### config.mk
export PLATFORM = sky130hd
export DESIGN_NAME = resp_collect
export DESIGN_NICKNAME = d
export VERILOG_FILES = /design/src/rtl/harness_pkg.sv /design/src/rtl/resp_collect.sv
export VERILOG_INCLUDE_DIRS = /design/src /design/src/rtl
export SDC_FILE = /design/constraint.sdc
export NUM_CORES = 1
export LEC_CHECK = 0
export ABC_AREA = 1
export BUFFER_PORTS_ARGS = -buffer_cell sky130_fd_sc_hd__buf_2
export CORE_MARGIN = 5
export CORE_UTILIZATION = 42
export DETAILED_ROUTE_END_ITERATION = 12
export PLACE_DENSITY = 0.85
export SETUP_SLACK_MARGIN = 0.3
export SYNTH_ARGS = -nofsm -noshare
export SYNTH_HDL_FRONTEND = slang
export SYNTH_SLANG_ARGS = --single-unit
### constraint.sdc
create_clock -name clk_i -period 3.1 [get_ports clk_i]
set_input_delay 0.155 -clock clk_i [delete_from_list [all_inputs] [get_ports clk_i]]
set_output_delay 0.155 -clock clk_i [all_outputs]
set_load 0.01 [all_outputs]
### src/rtl/harness_defs.svh
`ifndef HARNESS_DEFS_SVH
`define HARNESS_DEFS_SVH

// ------------------------------
// Bus widths
// ------------------------------
`define HARNESS_ADDR_W 32
`define HARNESS_DATA_W 32

// ------------------------------
// Bank array
// ------------------------------
`define HARNESS_NUM_BANKS 4
`define HARNESS_BANK_WORDS 256

// Bank 0 base, later banks follow at a fixed stride
`define HARNESS_BANK_BASE 32'h8000_0000
`define HARNESS_BANK_STRIDE 32'h0001_0000

// ------------------------------
// Timing
// ------------------------------
// Cycles from the accepting edge to bvalid or rvalid
`define HARNESS_LATENCY 4

`endif
### src/rtl/harness_pkg.sv
`default_nettype none

`include "harness_defs.svh"

package harness_pkg;

  typedef logic [`HARNESS_ADDR_W-1:0] addr_t;
  typedef logic [`HARNESS_DATA_W-1:0] data_t;
  typedef logic [`HARNESS_DATA_W/8-1:0] strb_t;
  typedef logic [$clog2(`HARNESS_BANK_WORDS)-1:0] word_idx_t;
  typedef logic [`HARNESS_NUM_BANKS-1:0] bank_sel_t;

  // AXI response codes
  typedef enum logic [1:0] {
    OKAY   = 2'b00,
    SLVERR = 2'b10,
    DECERR = 2'b11
  } resp_e;

  typedef enum logic [1:0] {
    IDLE,
    ISSUE,
    WAIT,
    RESP
  } front_state_e;

  // ------------------------------
  // AXI4-Lite
  // ------------------------------
  typedef struct packed {
    logic  aw_valid;
    addr_t aw_addr;
    logic  w_valid;
    data_t w_data;
    strb_t w_strb;
    logic  b_ready;
    logic  ar_valid;
    addr_t ar_addr;
    logic  r_ready;
  } axil_req_t;

  typedef struct packed {
    logic  aw_ready;
    logic  w_ready;
    logic  ar_ready;
    logic  b_valid;
    resp_e b_resp;
    logic  r_valid;
    data_t r_data;
    resp_e r_resp;
  } axil_rsp_t;

  // ------------------------------
  // Bank side
  // ------------------------------
  typedef struct packed {
    logic      valid;
    logic      we;
    word_idx_t idx;
    data_t     wdata;
    strb_t     strb;
  } mem_req_t;

  typedef struct packed {
    logic  valid;
    data_t rdata;
  } mem_rsp_t;

  typedef struct packed {
    logic  valid;
    data_t rdata;
    resp_e resp;
  } col_rsp_t;

endpackage

`default_nettype wire

### src/rtl/resp_collect.sv
`timescale 1ns/1ps
`default_nettype none

`include "harness_defs.svh"

module resp_collect (
  input  wire logic                                            clk_i,
  input  wire logic                                            rst_ni,
  input  wire logic                                            issue_i,
  input  wire harness_pkg::bank_sel_t                          sel_i,
  input  wire harness_pkg::mem_rsp_t [`HARNESS_NUM_BANKS-1:0]  bank_rsp_i,
  input  wire logic                                            take_i,
  output harness_pkg::col_rsp_t                                col_rsp_o
);

  import harness_pkg::*;

  logic [`HARNESS_NUM_BANKS-1:0] bank_vld;
  data_t                         hit_data;
  logic                          dec_pend_q;
  logic                          valid_q;
  data_t                         rdata_q;
  resp_e                         resp_q;

  // One-hot merge of the bank answers
  always_comb begin
    hit_data = '0;
    for (int i = 0; i < `HARNESS_NUM_BANKS; i++) begin
      bank_vld[i] = bank_rsp_i[i].valid;
      if (bank_rsp_i[i].valid) begin
        hit_data = hit_data | bank_rsp_i[i].rdata;
      end
    end
  end

  // ------------------------------
  // Control
  // ------------------------------
  // Unmapped issue waits one cycle so it lines up with a bank answer
  always_ff @(posedge clk_i or negedge rst_ni) begin
    if (!rst_ni) begin
      dec_pend_q <= 1'b0;
      valid_q    <= 1'b0;
    end else begin
      dec_pend_q <= issue_i && (sel_i == '0);
      if (take_i) begin
        valid_q <= 1'b0;
      end else if ((|bank_vld) || dec_pend_q) begin
        valid_q <= 1'b1;
      end
    end
  end

  always_ff @(posedge clk_i) begin
    if (|bank_vld) begin
      rdata_q <= hit_data;
      resp_q  <= OKAY;
    end else if (dec_pend_q) begin
      rdata_q <= '0;
      resp_q  <= DECERR;
    end
  end

  assign col_rsp_o.valid = valid_q;
  assign col_rsp_o.rdata = rdata_q;
  assign col_rsp_o.resp  = resp_q;

  a_single_bank: assert property (@(posedge clk_i) disable iff (!rst_ni)
    $onehot0(bank_vld));

  a_no_rsp_while_held: assert property (@(posedge clk_i) disable iff (!rst_ni)
    col_rsp_o.valid |-> !(|bank_vld));

endmodule

`default_nettype wire

== Yosys cells after proc, flatten, opt, wreduce, memory -nomap -nowiden ==
Index checks and enable logic that the tools add are counted.
Storage, ports and cells
  bits of input ports: 140
  word-level logic and storage cells: 21
  latch bits: 0
  memory bits (writable): 0
  register bits: 35
  bits in read-only memories: 0
  output and inout bits: 35
  memories: 0
Cells by class
  bitwise logic cells: 3
  multiply operators: 0
  divide/modulo/power cells: 0
  equal/unequal tests: 0
  order comparisons: 0
  shift-type cells: 0
  reduce and logical (&&, ||, !) cells: 6
  mux-type cells: 8
  add/sub/neg operators: 0
Operators by type and width (number)
  $mux 32: 6
  $or 32x32->32: 3
  $logic_not 4->1: 1
  $reduce_bool 2->1: 2
  $reduce_or 4->1: 1
  $mux 1: 2
  $logic_and 1x1->1: 1
  $logic_or 1x1->1: 1

== Logic depth before layout (Yosys ltp) ==
  depth after elaboration: 8
  mapped depth: 5
  mapped depth without buffers: 4

== Least setup slack after synthesis ==
Ideal clock, no wire load.
  path kind: reg2reg
  start: register dec_pend_q
  end: register rdata_q[0], enable pin
  required time: 2.740 ns
  library setup time: 0.360 ns
  arrival: 0.729 ns
  cell stages (with the launch flop): 3
  clock period less this slack: 1.089 ns
  path slack: 2.011 ns
  cell sequence: dfrtp_1 -> inv_1 -> nand3_4
On the way
  longest elaborated chain between the ends: 1
Ends and longest elaborated chain
  from (decl): line resp_collect.sv:20  | logic dec_pend_q;
  from (signal assigned): line resp_collect.sv:45  | dec_pend_q <= issue_i && (sel_i == '0);
  $reduce_bool 2->1 (no source line)
  to (signal assigned): line resp_collect.sv:56  | rdata_q <= hit_data;
  to (decl): line resp_collect.sv:22  | data_t rdata_q;
No other way between the ends.
A chain may end at the register's enable or synchronous reset.

== Worst setup path in the final report ==
  start: input bank_rsp_i[98] (netlist name)
  end: register rdata_q[23], enable pin
On the way
  longest elaborated chain between the ends: 2
Ends and longest elaborated chain
  from (decl): line resp_collect.sv:11  | input wire harness_pkg::mem_rsp_t [`HARNESS_NUM_BANKS-1:0] bank_rsp_i,
  $reduce_or 4->1: line resp_collect.sv:55  | if (|bank_vld) begin
  $reduce_bool 2->1 (no source line)
No other way between the ends.

==> out/metrics.cfg <==
[detailed_routing]
ant_nets=0
drc=0
drt_first_pass_iters=4
first_iter_violations=82
num_vias=2201
routed_via_density=4.83
finalWirelength_mm=6.31
wire_per_inst_um=13.8

[critical_path]
worstReg2RegStart=dec_pend_q
endpoint_kind=flop
r2r_cells=2
cp.required_ns=3.02
arrival_ns=1.30
regToRegEndpoint=rdata_q[23]
path_class=in2reg
reg2reg_slack_ns=1.84
cp-start-kind=primary input
path_max_fanout=33

[sta]
fmax_ghz=0.725
timing.final.crit_period_ns=1.38
slew_viol_final=0
fin_crit_sh=0.445
worst_slew_pin_slew_ns=0.953
skew_ns=0.00658
setup_tns_ns=0
hold_viol_final=0
rsz0062_at_grt=false
slew_headroom=0.365
finalSetupViolations=0

[power]
p_total_mw=1.14
p_int_mw=0.840
p_sw_frac=0.262
comb_power_share=0.229
seqPwrFrac=0.504
clkPwrFrac=0.267
leakagePower_nw=1.47
power_density_nw_per_um2=387
p_switching_mw=0.297
ir_worst_vdd_mv=0.214

[clock_network]
cts_resized=0
clock_tree.root_cell=clkbuf_8
clkTransAtPathRegs_ns=0.07
cts_setup_buffers=0
cts_buffers=5
holdBufCountCts=2
cts_num_sinks=35
clock_latency_ns=0.28
htree_levels=2
cts.path.max_buffers=2
cts_tree=done

[floorplanning]
dieWidth_um=80.4
core_um2=4750
initial_core_util=0.438
dieArea_um2=6470
placementRows=25
dieHeight_um=80.4
io_pins=175

[final_layout]
final_cell_mix=buf_2, nand2_1, nand4_1, edfxtp_1, nand2_2
fin_util=0.617
final_common_cell=buf_2
antenna_cells=0
area_delta_synth_final_pct=40.9
fin_nets=528
finalNonFillerCells=456
fill_cells=429
drive_gt1_frac=0.548

[global_route]
grt_remaining_overflow=0
grt_pass1_wl_mm=9.83
antenna_found_initial=0
grt_max_degree=34
first_global_vias=2284
grt_use_total=0.194

[placement]
dp_cells=446
hpwl_mm=4.98
routabilityCongestion=0.763
port_buffers=174

[hold_path]
hold_depth=2
worstHoldStart=sel_i[0]
timing.hold.worst_endpoint=dec_pend_q
min_path_type=in2reg

[yosys]
ys_warn_count=0
syn-num-nets=363
ys_seq_elements=35
syn_area_um2=2080
synth_cells=223
post_synth.cell_area_avg_um2=9.34
yosysSeqAreaShare=0.495
synth.distinct_cells=16

[status]
status=complete, no violations

[run]
drv_cap=0

-- cell usage after synthesis --
cell type  number  area (um^2)
nor2_8          2         40.0
buf_4           7         52.6
edfxtp_1       32          961
nor2_1          2         7.51
nor2_2          1         6.26
buf_6           8         90.1
inv_1           1         3.75
nand2_2        30          188
dfrtp_1         2         50.1
buf_12          3         60.1
nand2_1        99          372
nor3_1          1         5.00
o211a_1         1         10.0
nand3_4         1         17.5
dfxtp_1         1         20.0
nand4_1        32          200
-- metal layers --
metal,share of wire,track usage
met1,0.34,0.206
met2,0.51,0.357
met3,0.13,0.0695
met4,0.015,0.0591
met5,0,0
-- per-stage QoR --
step | area (um^2) | setup WS [ns] | hold slack [ns]
after floorplan | 2080 | 2.01 | -0.141
after global placement | 2840 | 1.47 | -0.0586
after detailed placement | 2840 | 1.43 | -0.0574
after CTS | 2940 | 1.73 | 0.00162
after global routing | 2940 | 1.67 | 0.00180
final | 2940 | 1.72 | 0.0183
-- power groups by stage --
| stage | registers (mW) | logic, mW | clock network, mW |
|---|---|---|---|
| 4_1_cts | 0.574 | 0.263 | 0.317 |
| 2_1_floorplan | 0.604 | 0.113 | 0 |
| 6_report | 0.573 | 0.260 | 0.304 |
| 5_1_grt | 0.575 | 0.289 | 0.337 |
| 3_3_place_gp | 0.582 | 0.253 | 0 |
| 3_5_place_dp | 0.583 | 0.260 | 0 |
-- cell type report --
type,instances,area (um^2),share of cell area
clock buffers,6,72.6,0.0247
clock inverters,2,7.51,0.00256
inverters,1,3.75,0.00128
multi-input cells,169,846,0.288
flip-flops and latches,35,1030,0.351
well taps,67,83.8,0.0286
repair buffers,176,891,0.303
-- critical path, cell delays in order --
cell	delay [ns]
buf_2	0.71
nor2_8	0.03
nand3_4	0.36
-- state kept, by name (all words and copies together) (netlist names) --
register,cells
dec_pend_q,1
rdata_q,32
resp_q,1
valid_q,1
-- kinds of logic (layout without fill, tap and decap cells) --
kind of cell	after synthesis	count (layout)	share of synthesized area
and+or+nand+nor	168	168	0.401
buffers and inverters	19	185	0.0991
DFF	35	35	0.495
AOI/OAI and AO/OA	1	1	0.00480
-- how the worst max path moves through the flow --
stage	from	endpoint	cells after the start	slack [ns]
6_report	bank_rsp_i[98]	rdata_q[23]	3	1.72
2_1_floorplan	dec_pend_q	rdata_q[0]	2	2.01
3_5_place_dp	bank_rsp_i[98]	rdata_q[14]	3	1.43
4_1_cts	bank_rsp_i[98]	rdata_q[12]	3	1.73
3_3_place_gp	bank_rsp_i[98]	rdata_q[14]	3	1.47
5_1_grt	bank_rsp_i[98]	rdata_q[13]	3	1.67
(Power assumes the default switching activity.)
