$ cat config.mk
export PLATFORM = sky130hd
export DESIGN_NAME = axil_front
export DESIGN_NICKNAME = d
export VERILOG_FILES = /design/src/rtl/harness_pkg.sv /design/src/rtl/axil_front.sv
export VERILOG_INCLUDE_DIRS = /design/src /design/src/rtl
export SDC_FILE = /design/constraint.sdc
export NUM_CORES = 1
export LEC_CHECK = 0
export CORE_MARGIN = 8
export CORE_UTILIZATION = 60
export DETAILED_ROUTE_END_ITERATION = 10
export DONT_BUFFER_PORTS = 1
export PLACE_DENSITY_LB_ADDON = 0.15
export SYNTH_ARGS = -nofsm -noshare
export SYNTH_HDL_FRONTEND = slang
export SYNTH_SLANG_ARGS = --single-unit
$ cat constraint.sdc
create_clock -name clk_i -period 5.9 [get_ports clk_i]
set_input_delay 0.295 -clock clk_i [delete_from_list [all_inputs] [get_ports clk_i]]
set_output_delay 0.295 -clock clk_i [all_outputs]
set_load 0.005 [all_outputs]
$ cat src/rtl/harness_defs.svh
`ifndef HARNESS_DEFS_SVH
`define HARNESS_DEFS_SVH

// ------------------------------
// Bus widths
// ------------------------------
`define HARNESS_ADDR_W 32
`define HARNESS_DATA_W 32

// ------------------------------
// Bank array
// ------------------------------
`define HARNESS_NUM_BANKS 4
`define HARNESS_BANK_WORDS 256

// Bank 0 base, later banks follow at a fixed stride
`define HARNESS_BANK_BASE 32'h8000_0000
`define HARNESS_BANK_STRIDE 32'h0001_0000

// ------------------------------
// Timing
// ------------------------------
// Cycles from the accepting edge to bvalid or rvalid
`define HARNESS_LATENCY 4

`endif
$ cat src/rtl/harness_pkg.sv
`default_nettype none

`include "harness_defs.svh"

package harness_pkg;

  typedef logic [`HARNESS_ADDR_W-1:0] addr_t;
  typedef logic [`HARNESS_DATA_W-1:0] data_t;
  typedef logic [`HARNESS_DATA_W/8-1:0] strb_t;
  typedef logic [$clog2(`HARNESS_BANK_WORDS)-1:0] word_idx_t;
  typedef logic [`HARNESS_NUM_BANKS-1:0] bank_sel_t;

  // AXI response codes
  typedef enum logic [1:0] {
    OKAY   = 2'b00,
    SLVERR = 2'b10,
    DECERR = 2'b11
  } resp_e;

  typedef enum logic [1:0] {
    IDLE,
    ISSUE,
    WAIT,
    RESP
  } front_state_e;

  // ------------------------------
  // AXI4-Lite
  // ------------------------------
  typedef struct packed {
    logic  aw_valid;
    addr_t aw_addr;
    logic  w_valid;
    data_t w_data;
    strb_t w_strb;
    logic  b_ready;
    logic  ar_valid;
    addr_t ar_addr;
    logic  r_ready;
  } axil_req_t;

  typedef struct packed {
    logic  aw_ready;
    logic  w_ready;
    logic  ar_ready;
    logic  b_valid;
    resp_e b_resp;
    logic  r_valid;
    data_t r_data;
    resp_e r_resp;
  } axil_rsp_t;

  // ------------------------------
  // Bank side
  // ------------------------------
  typedef struct packed {
    logic      valid;
    logic      we;
    word_idx_t idx;
    data_t     wdata;
    strb_t     strb;
  } mem_req_t;

  typedef struct packed {
    logic  valid;
    data_t rdata;
  } mem_rsp_t;

  typedef struct packed {
    logic  valid;
    data_t rdata;
    resp_e resp;
  } col_rsp_t;

endpackage

`default_nettype wire

$ cat src/rtl/axil_front.sv
`timescale 1ns/1ps
`default_nettype none

`include "harness_defs.svh"

module axil_front (
  input  wire logic                   clk_i,
  input  wire logic                   rst_ni,
  input  wire harness_pkg::axil_req_t axil_req_i,
  output harness_pkg::axil_rsp_t      axil_rsp_o,
  input  wire harness_pkg::col_rsp_t  col_rsp_i,
  output harness_pkg::mem_req_t       mem_req_o,
  output harness_pkg::bank_sel_t      bank_sel_o,
  output logic                        take_o
);

  import harness_pkg::*;

  localparam addr_t Base = `HARNESS_BANK_BASE;
  localparam addr_t Stride = `HARNESS_BANK_STRIDE;
  localparam addr_t MapBytes = addr_t'(`HARNESS_NUM_BANKS * `HARNESS_BANK_STRIDE);
  localparam addr_t BankBytes = addr_t'(`HARNESS_BANK_WORDS * (`HARNESS_DATA_W / 8));
  localparam int unsigned ByteOffW = $clog2(`HARNESS_DATA_W / 8);

  front_state_e state_q, state_d;
  logic         last_wr_q;
  logic         req_vld_q;
  logic         is_wr_q;
  addr_t        addr_q;
  data_t        wdata_q;
  strb_t        strb_q;
  resp_e        resp_q;
  data_t        rdata_q;

  logic  wr_pend;
  logic  pick_wr;
  logic  pick_rd;
  logic  in_map;
  logic  rsp_done;
  addr_t offset;

  // ------------------------------
  // Arbitration
  // ------------------------------
  assign wr_pend = axil_req_i.aw_valid && axil_req_i.w_valid;
  // Alternate when both kinds wait
  assign pick_wr = wr_pend && (!axil_req_i.ar_valid || !last_wr_q);
  assign pick_rd = axil_req_i.ar_valid && (!wr_pend || last_wr_q);

  // AW and W only move together
  assign axil_rsp_o.aw_ready = (state_q == IDLE) && !pick_rd &&
                               (axil_req_i.aw_valid == axil_req_i.w_valid);
  assign axil_rsp_o.w_ready  = axil_rsp_o.aw_ready;
  assign axil_rsp_o.ar_ready = (state_q == IDLE) && !pick_wr;

  assign rsp_done = (state_q == RESP) &&
                    (is_wr_q ? axil_req_i.b_ready : axil_req_i.r_ready);
  assign take_o = (state_q == WAIT) && col_rsp_i.valid;

  always_comb begin
    state_d = state_q;
    case (state_q)
      IDLE:    if (pick_wr || pick_rd) state_d = ISSUE;
      ISSUE:   state_d = WAIT;
      WAIT:    if (col_rsp_i.valid) state_d = RESP;
      RESP:    if (rsp_done) state_d = IDLE;
      default: state_d = IDLE;
    endcase
  end

  always_ff @(posedge clk_i or negedge rst_ni) begin
    if (!rst_ni) begin
      state_q   <= IDLE;
      last_wr_q <= 1'b0;
      req_vld_q <= 1'b0;
    end else begin
      state_q   <= state_d;
      req_vld_q <= (state_q == ISSUE);
      if (state_q == IDLE && (pick_wr || pick_rd)) begin
        last_wr_q <= pick_wr;
      end
    end
  end

  // Request and result payload
  always_ff @(posedge clk_i) begin
    if (state_q == IDLE && (pick_wr || pick_rd)) begin
      is_wr_q <= pick_wr;
      addr_q  <= pick_wr ? axil_req_i.aw_addr : axil_req_i.ar_addr;
      wdata_q <= axil_req_i.w_data;
      strb_q  <= axil_req_i.w_strb;
    end
    if (take_o) begin
      resp_q  <= col_rsp_i.resp;
      rdata_q <= col_rsp_i.rdata;
    end
  end

  // ------------------------------
  // Address decode
  // ------------------------------
  assign offset = addr_q - Base;
  // Below base, past the last bank or inside a stride gap
  assign in_map = (addr_q >= Base) && (offset < MapBytes) && ((offset % Stride) < BankBytes);

  always_comb begin
    for (int i = 0; i < `HARNESS_NUM_BANKS; i++) begin
      bank_sel_o[i] = in_map && ((offset / Stride) == addr_t'(i));
    end
  end

  assign mem_req_o.valid = req_vld_q;
  assign mem_req_o.we    = is_wr_q;
  assign mem_req_o.idx   = addr_q[ByteOffW +: $bits(word_idx_t)];
  assign mem_req_o.wdata = wdata_q;
  assign mem_req_o.strb  = strb_q;

  // ------------------------------
  // B and R channels
  // ------------------------------
  assign axil_rsp_o.b_valid = (state_q == RESP) && is_wr_q;
  assign axil_rsp_o.b_resp  = resp_q;
  assign axil_rsp_o.r_valid = (state_q == RESP) && !is_wr_q;
  assign axil_rsp_o.r_data  = rdata_q;
  assign axil_rsp_o.r_resp  = resp_q;

  a_issue_from_state: assert property (@(posedge clk_i) disable iff (!rst_ni)
    mem_req_o.valid |-> (state_q == WAIT) && !col_rsp_i.valid);

  a_sel_onehot: assert property (@(posedge clk_i) disable iff (!rst_ni)
    mem_req_o.valid |-> $onehot0(bank_sel_o) && ((|bank_sel_o) == in_map));

endmodule

`default_nettype wire

# Word level (Yosys, flattened, before mapping)
# Index checks and enable logic that the tools add are counted.
# totals
word_cells	58
reg_bits	107
inputBits	142
output_inout_bits	92
# op_classes
magnitude_cmp	3
mux	6
add_sub_neg	1
eq_ne	10
n_reduce_logical	29
# op_table
operator	count
16-bit by 2-bit equality test with 1-bit output, second input constant	2
32-bit >= comparator, second input constant	1
32-bit zero test	1
32-bit by 19-bit < comparator with 1-bit output, second input constant	1
32-bit two-way mux	1
32-bit subtractor, second input constant	1
1-bit logical AND	17
16-bit by 1-bit equality test with 1-bit output, second input constant	1
16-bit by 11-bit < comparator with 1-bit output, second input constant	1
2-bit case mux with 4 select lines	1
1-bit zero test	6
2-bit two-way mux	3
2-bit equality test, second input constant	2
2-bit inequality test, second input constant	2
1-bit logical OR	3
3-bit AND reduction	1
2-bit by 1-bit equality test with 1-bit output, second input constant	1
2-bit zero test	1
2-bit by 1-bit inequality test with 1-bit output, second input constant	1
1-bit equality test	1
1-bit two-way mux	1

# Logic depth before layout (Yosys ltp)
# Gate-level depths: netlist of run 1.
# depth
word_depth	7
mapped_depth	5
ltp_nobuf	5

# Worst setup path before layout of run 1
# Ideal clock, no wire load.
# synth_timing
kind	reg-to-reg
start	reg state_q[0]
end	reg addr_q[10] (enable)
required_time_ns	5.470
synth_period_minus_slack_ns	2.705
path_slack_ns	3.195
setup_ns	0.430
stages_incl_launch_ff	4
arrival_ns	2.275
path_buffers	0
cell_sequence	dfrtp_1 inv_1 ha_1 o21a_1
# synth_between
elab_chain_cells	2
# synth_lines
element	line_no	text
from (decl)	axil_front.sv:25	front_state_e state_q, state_d;
from (signal assigned)	axil_front.sv:77	state_q <= state_d;
2-bit zero test	axil_front.sv:87	if (state_q == IDLE && (pick_wr || pick_rd)) begin
1-bit logical AND	axil_front.sv:87	
to (signal assigned)	axil_front.sv:89	addr_q <= pick_wr ? axil_req_i.aw_addr : axil_req_i.ar_addr;
to (decl)	axil_front.sv:29	addr_t addr_q;
# No other way between the ends.
# A chain may end at the register's enable or synchronous reset.

# Worst setup path in the final report of run 1
# layout_timing
start	reg state_q[0]
end	reg addr_q[24] (enable)
# Same word-level chain as after synthesis.

==> results of run 1 <==
-- registers in the layout (all words and copies together), names as in the netlist --
signal / cells
rdata_q: 32
wdata_q: 32
addr_q: 30
strb_q: 4
resp_q: 2
state_q: 2
is_wr_q: 1
last_wr_q: 1
req_vld_q: 1
-- critical path, stage by stage (launching register included) --
cell and delay, ps:
dfrtp_1 420, inv_1 120, ha_1 280, o21a_2 330
buf_4 620
-- placed cells by master, fill, tap and decap left out, drive strengths merged --
master	instances
bufinv	1
clkinvlp	1
edfxtp	101
a2111oi	1
dfrtp	4
clkbuf	9
mux2	31
nor3b	1
nor3	1
ha	5
o21ai	1
a21oi	2
nor2b	3
and3b	2
nor4	5
and2	2
mux2i	1
nand4	1
nand2	1
a31oi	1
nor2	1
clkinv	2
buf	2
inv	7
dlygate4sd3	1
o21a	1
nor4b	2
or4	1
-- cell type report --
class                           count  area (sq um)  area share
Multi-Input combinational cell     63         634.4      0.1544
Clock buffer                        9         123.9     0.03015
Sequential cell                   105          3133      0.7625
Clock inverter                      6         77.57     0.01888
Inverter                            5         18.77    0.004568
Timing Repair Buffer                3         25.02    0.006090
Tap cell                           77         96.34     0.02345
-- metal layers --
layer  vias up  routed length, um
li1        713                  -
met1       823               3230
met2       131               4591
met3        10                856
met4         0                110
met5         -                  0
-- power by group --
part	internal (mW)	total, mW	switching (mW)
Sequential	1.02	1.11	0.0922
Combinational	0.0814	0.227	0.145
Clock	0.201	0.433	0.232
-- how the worst max path moves through the flow --
stage,startpoint,slack [ps],end
after global routing,state_q[0]$_DFFE_PN0P_,3580,addr_q[18]$_DFFE_PP_
after floorplan,state_q[0]$_DFFE_PN0P_,3200,addr_q[10]$_DFFE_PP_
after detailed placement,state_q[0]$_DFFE_PN0P_,3740,is_wr_q$_DFFE_PP_
after CTS,state_q[0]$_DFFE_PN0P_,3740,addr_q[23]$_DFFE_PP_
after global placement,state_q[0]$_DFFE_PN0P_,3820,wdata_q[1]$_DFFE_PP_
final,state_q[0]$_DFFE_PN0P_,3730,addr_q[24]$_DFFE_PP_
-- metrics by stage --
| stage | hold slack, ps | setup slack (ps) | total power, mW | instance area [sq um] |
|---|---|---|---|---|
| finish | 30.44 | 3726 | 1.775 | 4109 |
| detailed placement | -0.2120 | 3741 | 1.362 | 3897 |
| floorplan | -0.5911 | 3195 | 1.300 | 3905 |
| global route | 10.46 | 3579 | 1.850 | 4109 |
| global placement | -0.2556 | 3823 | 1.338 | 3897 |
| CTS | 20.06 | 3735 | 1.790 | 4109 |
-- logic make-up (layout without fill, tap and decap cells) --
logic type | after synthesis | count (layout) | share of synthesized area
flops | 105 | 105 | 0.8023
mux | 32 | 32 | 0.09292
buf+inv | 21 | 23 | 0.03557
simple gates | 20 | 20 | 0.03588
compound gates | 6 | 6 | 0.01730
fa+ha+maj | 5 | 5 | 0.01602
==> metrics.yaml, run 1 <==
core-area_sq_um: 6314
cp-end-kind: "register"
use_met3: 0.06970
dieArea_sq_um: 9346
ctsHoldBuffers: 1
r2r_end: "addr_q[24]$_DFFE_PP_"
gp_congestion: 0.7435
hold_depth: 0
grt_overflow: 0
rrSetupSlack_ps: 3730
critPathArrivalTime_ps: 2160
cp_max_fo: 60
n_antenna_cell: 0
ys_seq_area_frac: 0.8023
status: "completed"
numClockSinks: 105
path_class: "reg2reg"
synth.most_common_cell: "edfxtp_1"
clockBufferDepth: 2
io_buffers: 0
dpl.cell_count: 252
cts-root-buf: "clkbuf_8"
yosysTopAreaCellShare: 0.7767
cts_setup_buffers: 0
synth_edf_count: 101
period_minus_slack_ps: 2174
clk_latency_ps: 350
firstDrtPassIters: 4
rows: 29
slew_headroom: 0.3685
setup.worst_path.start_class: "register"
leakage_nw: 1.342
fill_cells: 442
reg2reg_from: "state_q[0]$_DFFE_PN0P_"
min_from: "axil_req_i[49]"
initial_core_util: 0.6185
fin_crit_sh: 0.3684
grt_max_degree: 61
finalSetupTns_ps: 0
synth_seq_cells: 105
drt_first_iter_violations: 58
cts_tree: "yes"
ant_nets: 0
io_pins: 234
drv_cap: 0
grt_pass1_vias: 1799
synthTopCellsByCount: "edfxtp_1 (101), mux2_2 (29), buf_4 (16)"
finalSetupViolCount: 0
use_met2: 0.3057
routed_wl_um: 8788
vias: 1677
top_usage_layer: "met2"
via_per_inst: 6.257
yosysTopAreaCell: "edfxtp_1"
numCtsBuffers: 9
grt_setup_unrepaired: "no"
drc_errors: 0
hold_end: "wdata_q[10]$_DFFE_PP_"
required_ps: 5880
synth_cell_types: 26
synth_cells: 189
post_synth.cell_area_avg_sq_um: 20.66
cts.clk_slew.worst_paths_ps: 100
grt_pass1_wl_um: 12410
ys.flop_type: "edfxtp_1"
maxSlewViolCount: 0
final_util: 0.6508
met1_usage: 0.1980
ys_warn_count: 0
final_layout_size_suffix_gt1_frac: 0.2723
final_net_count: 334
synthTopCellsByArea: "edfxtp_1 (78%), mux2_2 (8.4%), buf_4 (3.1%)"
die_x_um: 96.68
area_growth_pct: 5.223
grtUsageTotal: 0.1795
powerDensity_nw_per_um2: 431.9
avgRoutedWirePerCell_um: 32.79
ff2ff_path_depth: 4
worst_slew_pin_slew_ps: 945.2
final_hold_viol_count: 0
instances_no_fill: 268
async_reset_ff_frac: 0.03810
syn-num-nets: 336
finalClockSkew_ps: 11.77
peakVddDrop_mv: 0.2288
hp-class: "in2reg"
synthesis.area_sq_um: 3905
fmax_mhz: 460.1
place_hpwl_um: 7100
post_cts_resized: 0
htree_num_levels: 3
fp.dieH_um: 96.68
grt_antenna_before_repair: 0
(Power assumes the default switching activity.)
==> run 2: changes to the inputs <==
Settings changed: ABC_AREA from default to 1, CORE_UTILIZATION 60 to 56.
Clock period 5.9 ns to 1.89 ns, I/O delays scaled along.
==> metrics.yaml, run 2 <==
syn-num-nets: 430
synth_seq_cells: 105
ys_seq_area_frac: 0.7854
async_reset_ff_frac: 0.03810
cts-root-buf: "clkbuf_8"
clockBufferDepth: 2
synth_edf_count: 101
post_cts_resized: 0
die_x_um: 100.4
synthTopCellsByArea: "edfxtp_1 (76%), nand2_1 (9.2%), buf_4 (3.0%)"
ys.flop_type: "edfxtp_1"
place_hpwl_um: 6976
synthTopCellsByCount: "edfxtp_1 (101), nand2_1 (98), nor2_1 (19)"
synth.most_common_cell: "edfxtp_1"
post_synth.cell_area_avg_sq_um: 14.09
synth_cell_types: 20
yosysTopAreaCellShare: 0.7604
yosysTopAreaCell: "edfxtp_1"
error: "[ERROR RSZ-0060] Max buffer count reached."
status: "stopped before the end"
ctsHoldBuffers: 101
synthesis.area_sq_um: 3989
ys_warn_count: 0
gp_congestion: 0.7120
numClockSinks: 105
stop_stage: "clock tree synthesis"
rows: 30
htree_num_levels: 3
io_buffers: 0
io_pins: 234
place_area_sq_um: 4004
synth_cells: 283
initial_core_util: 0.5839
cts_setup_buffers: 0
numCtsBuffers: 9
fp.dieH_um: 100.4
[run 2: cell types whose count changed after synthesis, moves of 3 or more]
cell,change
nand2_2,+9
nor2b_1,-3
inv_1,+9
mux2_2,-29
nor2_1,+18
nor4_1,-5
nand2_1,+97
[run 2: metrics by stage]
step	hold slack, ps	setup slack, ps	setup TNS [ps]	utilization	std cells
detailed placement	-201.0	348.8	0	0.5861	364
global placement	-200.9	380.3	0	0.5861	364
floorplan	-201.1	-185.8	-12450	-	283
[run 2: kinds of logic after synthesis]
logic type / after synthesis / synth area share
AND/OR/NAND/NOR: 136 / 0.1408
flip-flops: 105 / 0.7854
buffers and inverters: 34 / 0.05427
adder cells (fa/ha/maj): 5 / 0.01568
AO/OA/AOI/OAI: 3 / 0.003763
==> run 3: changes to the inputs <==
Settings changed: CORE_UTILIZATION 56 to 40.
Clock period 1.89 ns to 2.5 ns, I/O delays scaled along.
==> metrics.yaml, run 3 <==
synthesis.area_sq_um: 3989
rows: 36
synthTopCellsByArea: "edfxtp_1 (76%), nand2_1 (9.2%), buf_4 (3.0%)"
gp_congestion: 0.7077
error: "[ERROR RSZ-0060] Max buffer count reached."
numClockSinks: 105
place_hpwl_um: 6923
synth.most_common_cell: "edfxtp_1"
syn-num-nets: 430
yosysTopAreaCell: "edfxtp_1"
synthTopCellsByCount: "edfxtp_1 (101), nand2_1 (98), nor2_1 (19)"
io_buffers: 0
stop_stage: "clock tree synthesis"
synth_edf_count: 101
io_pins: 234
yosysTopAreaCellShare: 0.7604
post_synth.cell_area_avg_sq_um: 14.09
async_reset_ff_frac: 0.03810
synth_cells: 283
ctsHoldBuffers: 101
die_x_um: 115.9
htree_num_levels: 3
clockBufferDepth: 2
initial_core_util: 0.4100
post_cts_resized: 0
ys_seq_area_frac: 0.7854
cts_setup_buffers: 0
cts-root-buf: "clkbuf_8"
ys_warn_count: 0
synth_cell_types: 20
numCtsBuffers: 9
pre_cts_ws_ps: 914.9
synth_seq_cells: 105
status: "stopped before the end"
ys.flop_type: "edfxtp_1"
fp.dieH_um: 115.9
[run 3: cell counts after synthesis]
Identical to the previous run, type by type.
[run 3: kinds of logic after synthesis]
family / synth area share
and+or+nand+nor: 0.1408
DFF: 0.7854
AOI/OAI and AO/OA: 0.003763
adders and majority gates: 0.01568
buffers and inverters: 0.05427
[run 3: through the flow]
stage / instances / instance area (sq um)
floorplan: 283 / 3989
global placement: 399 / 4025
detailed placement: 399 / 4025
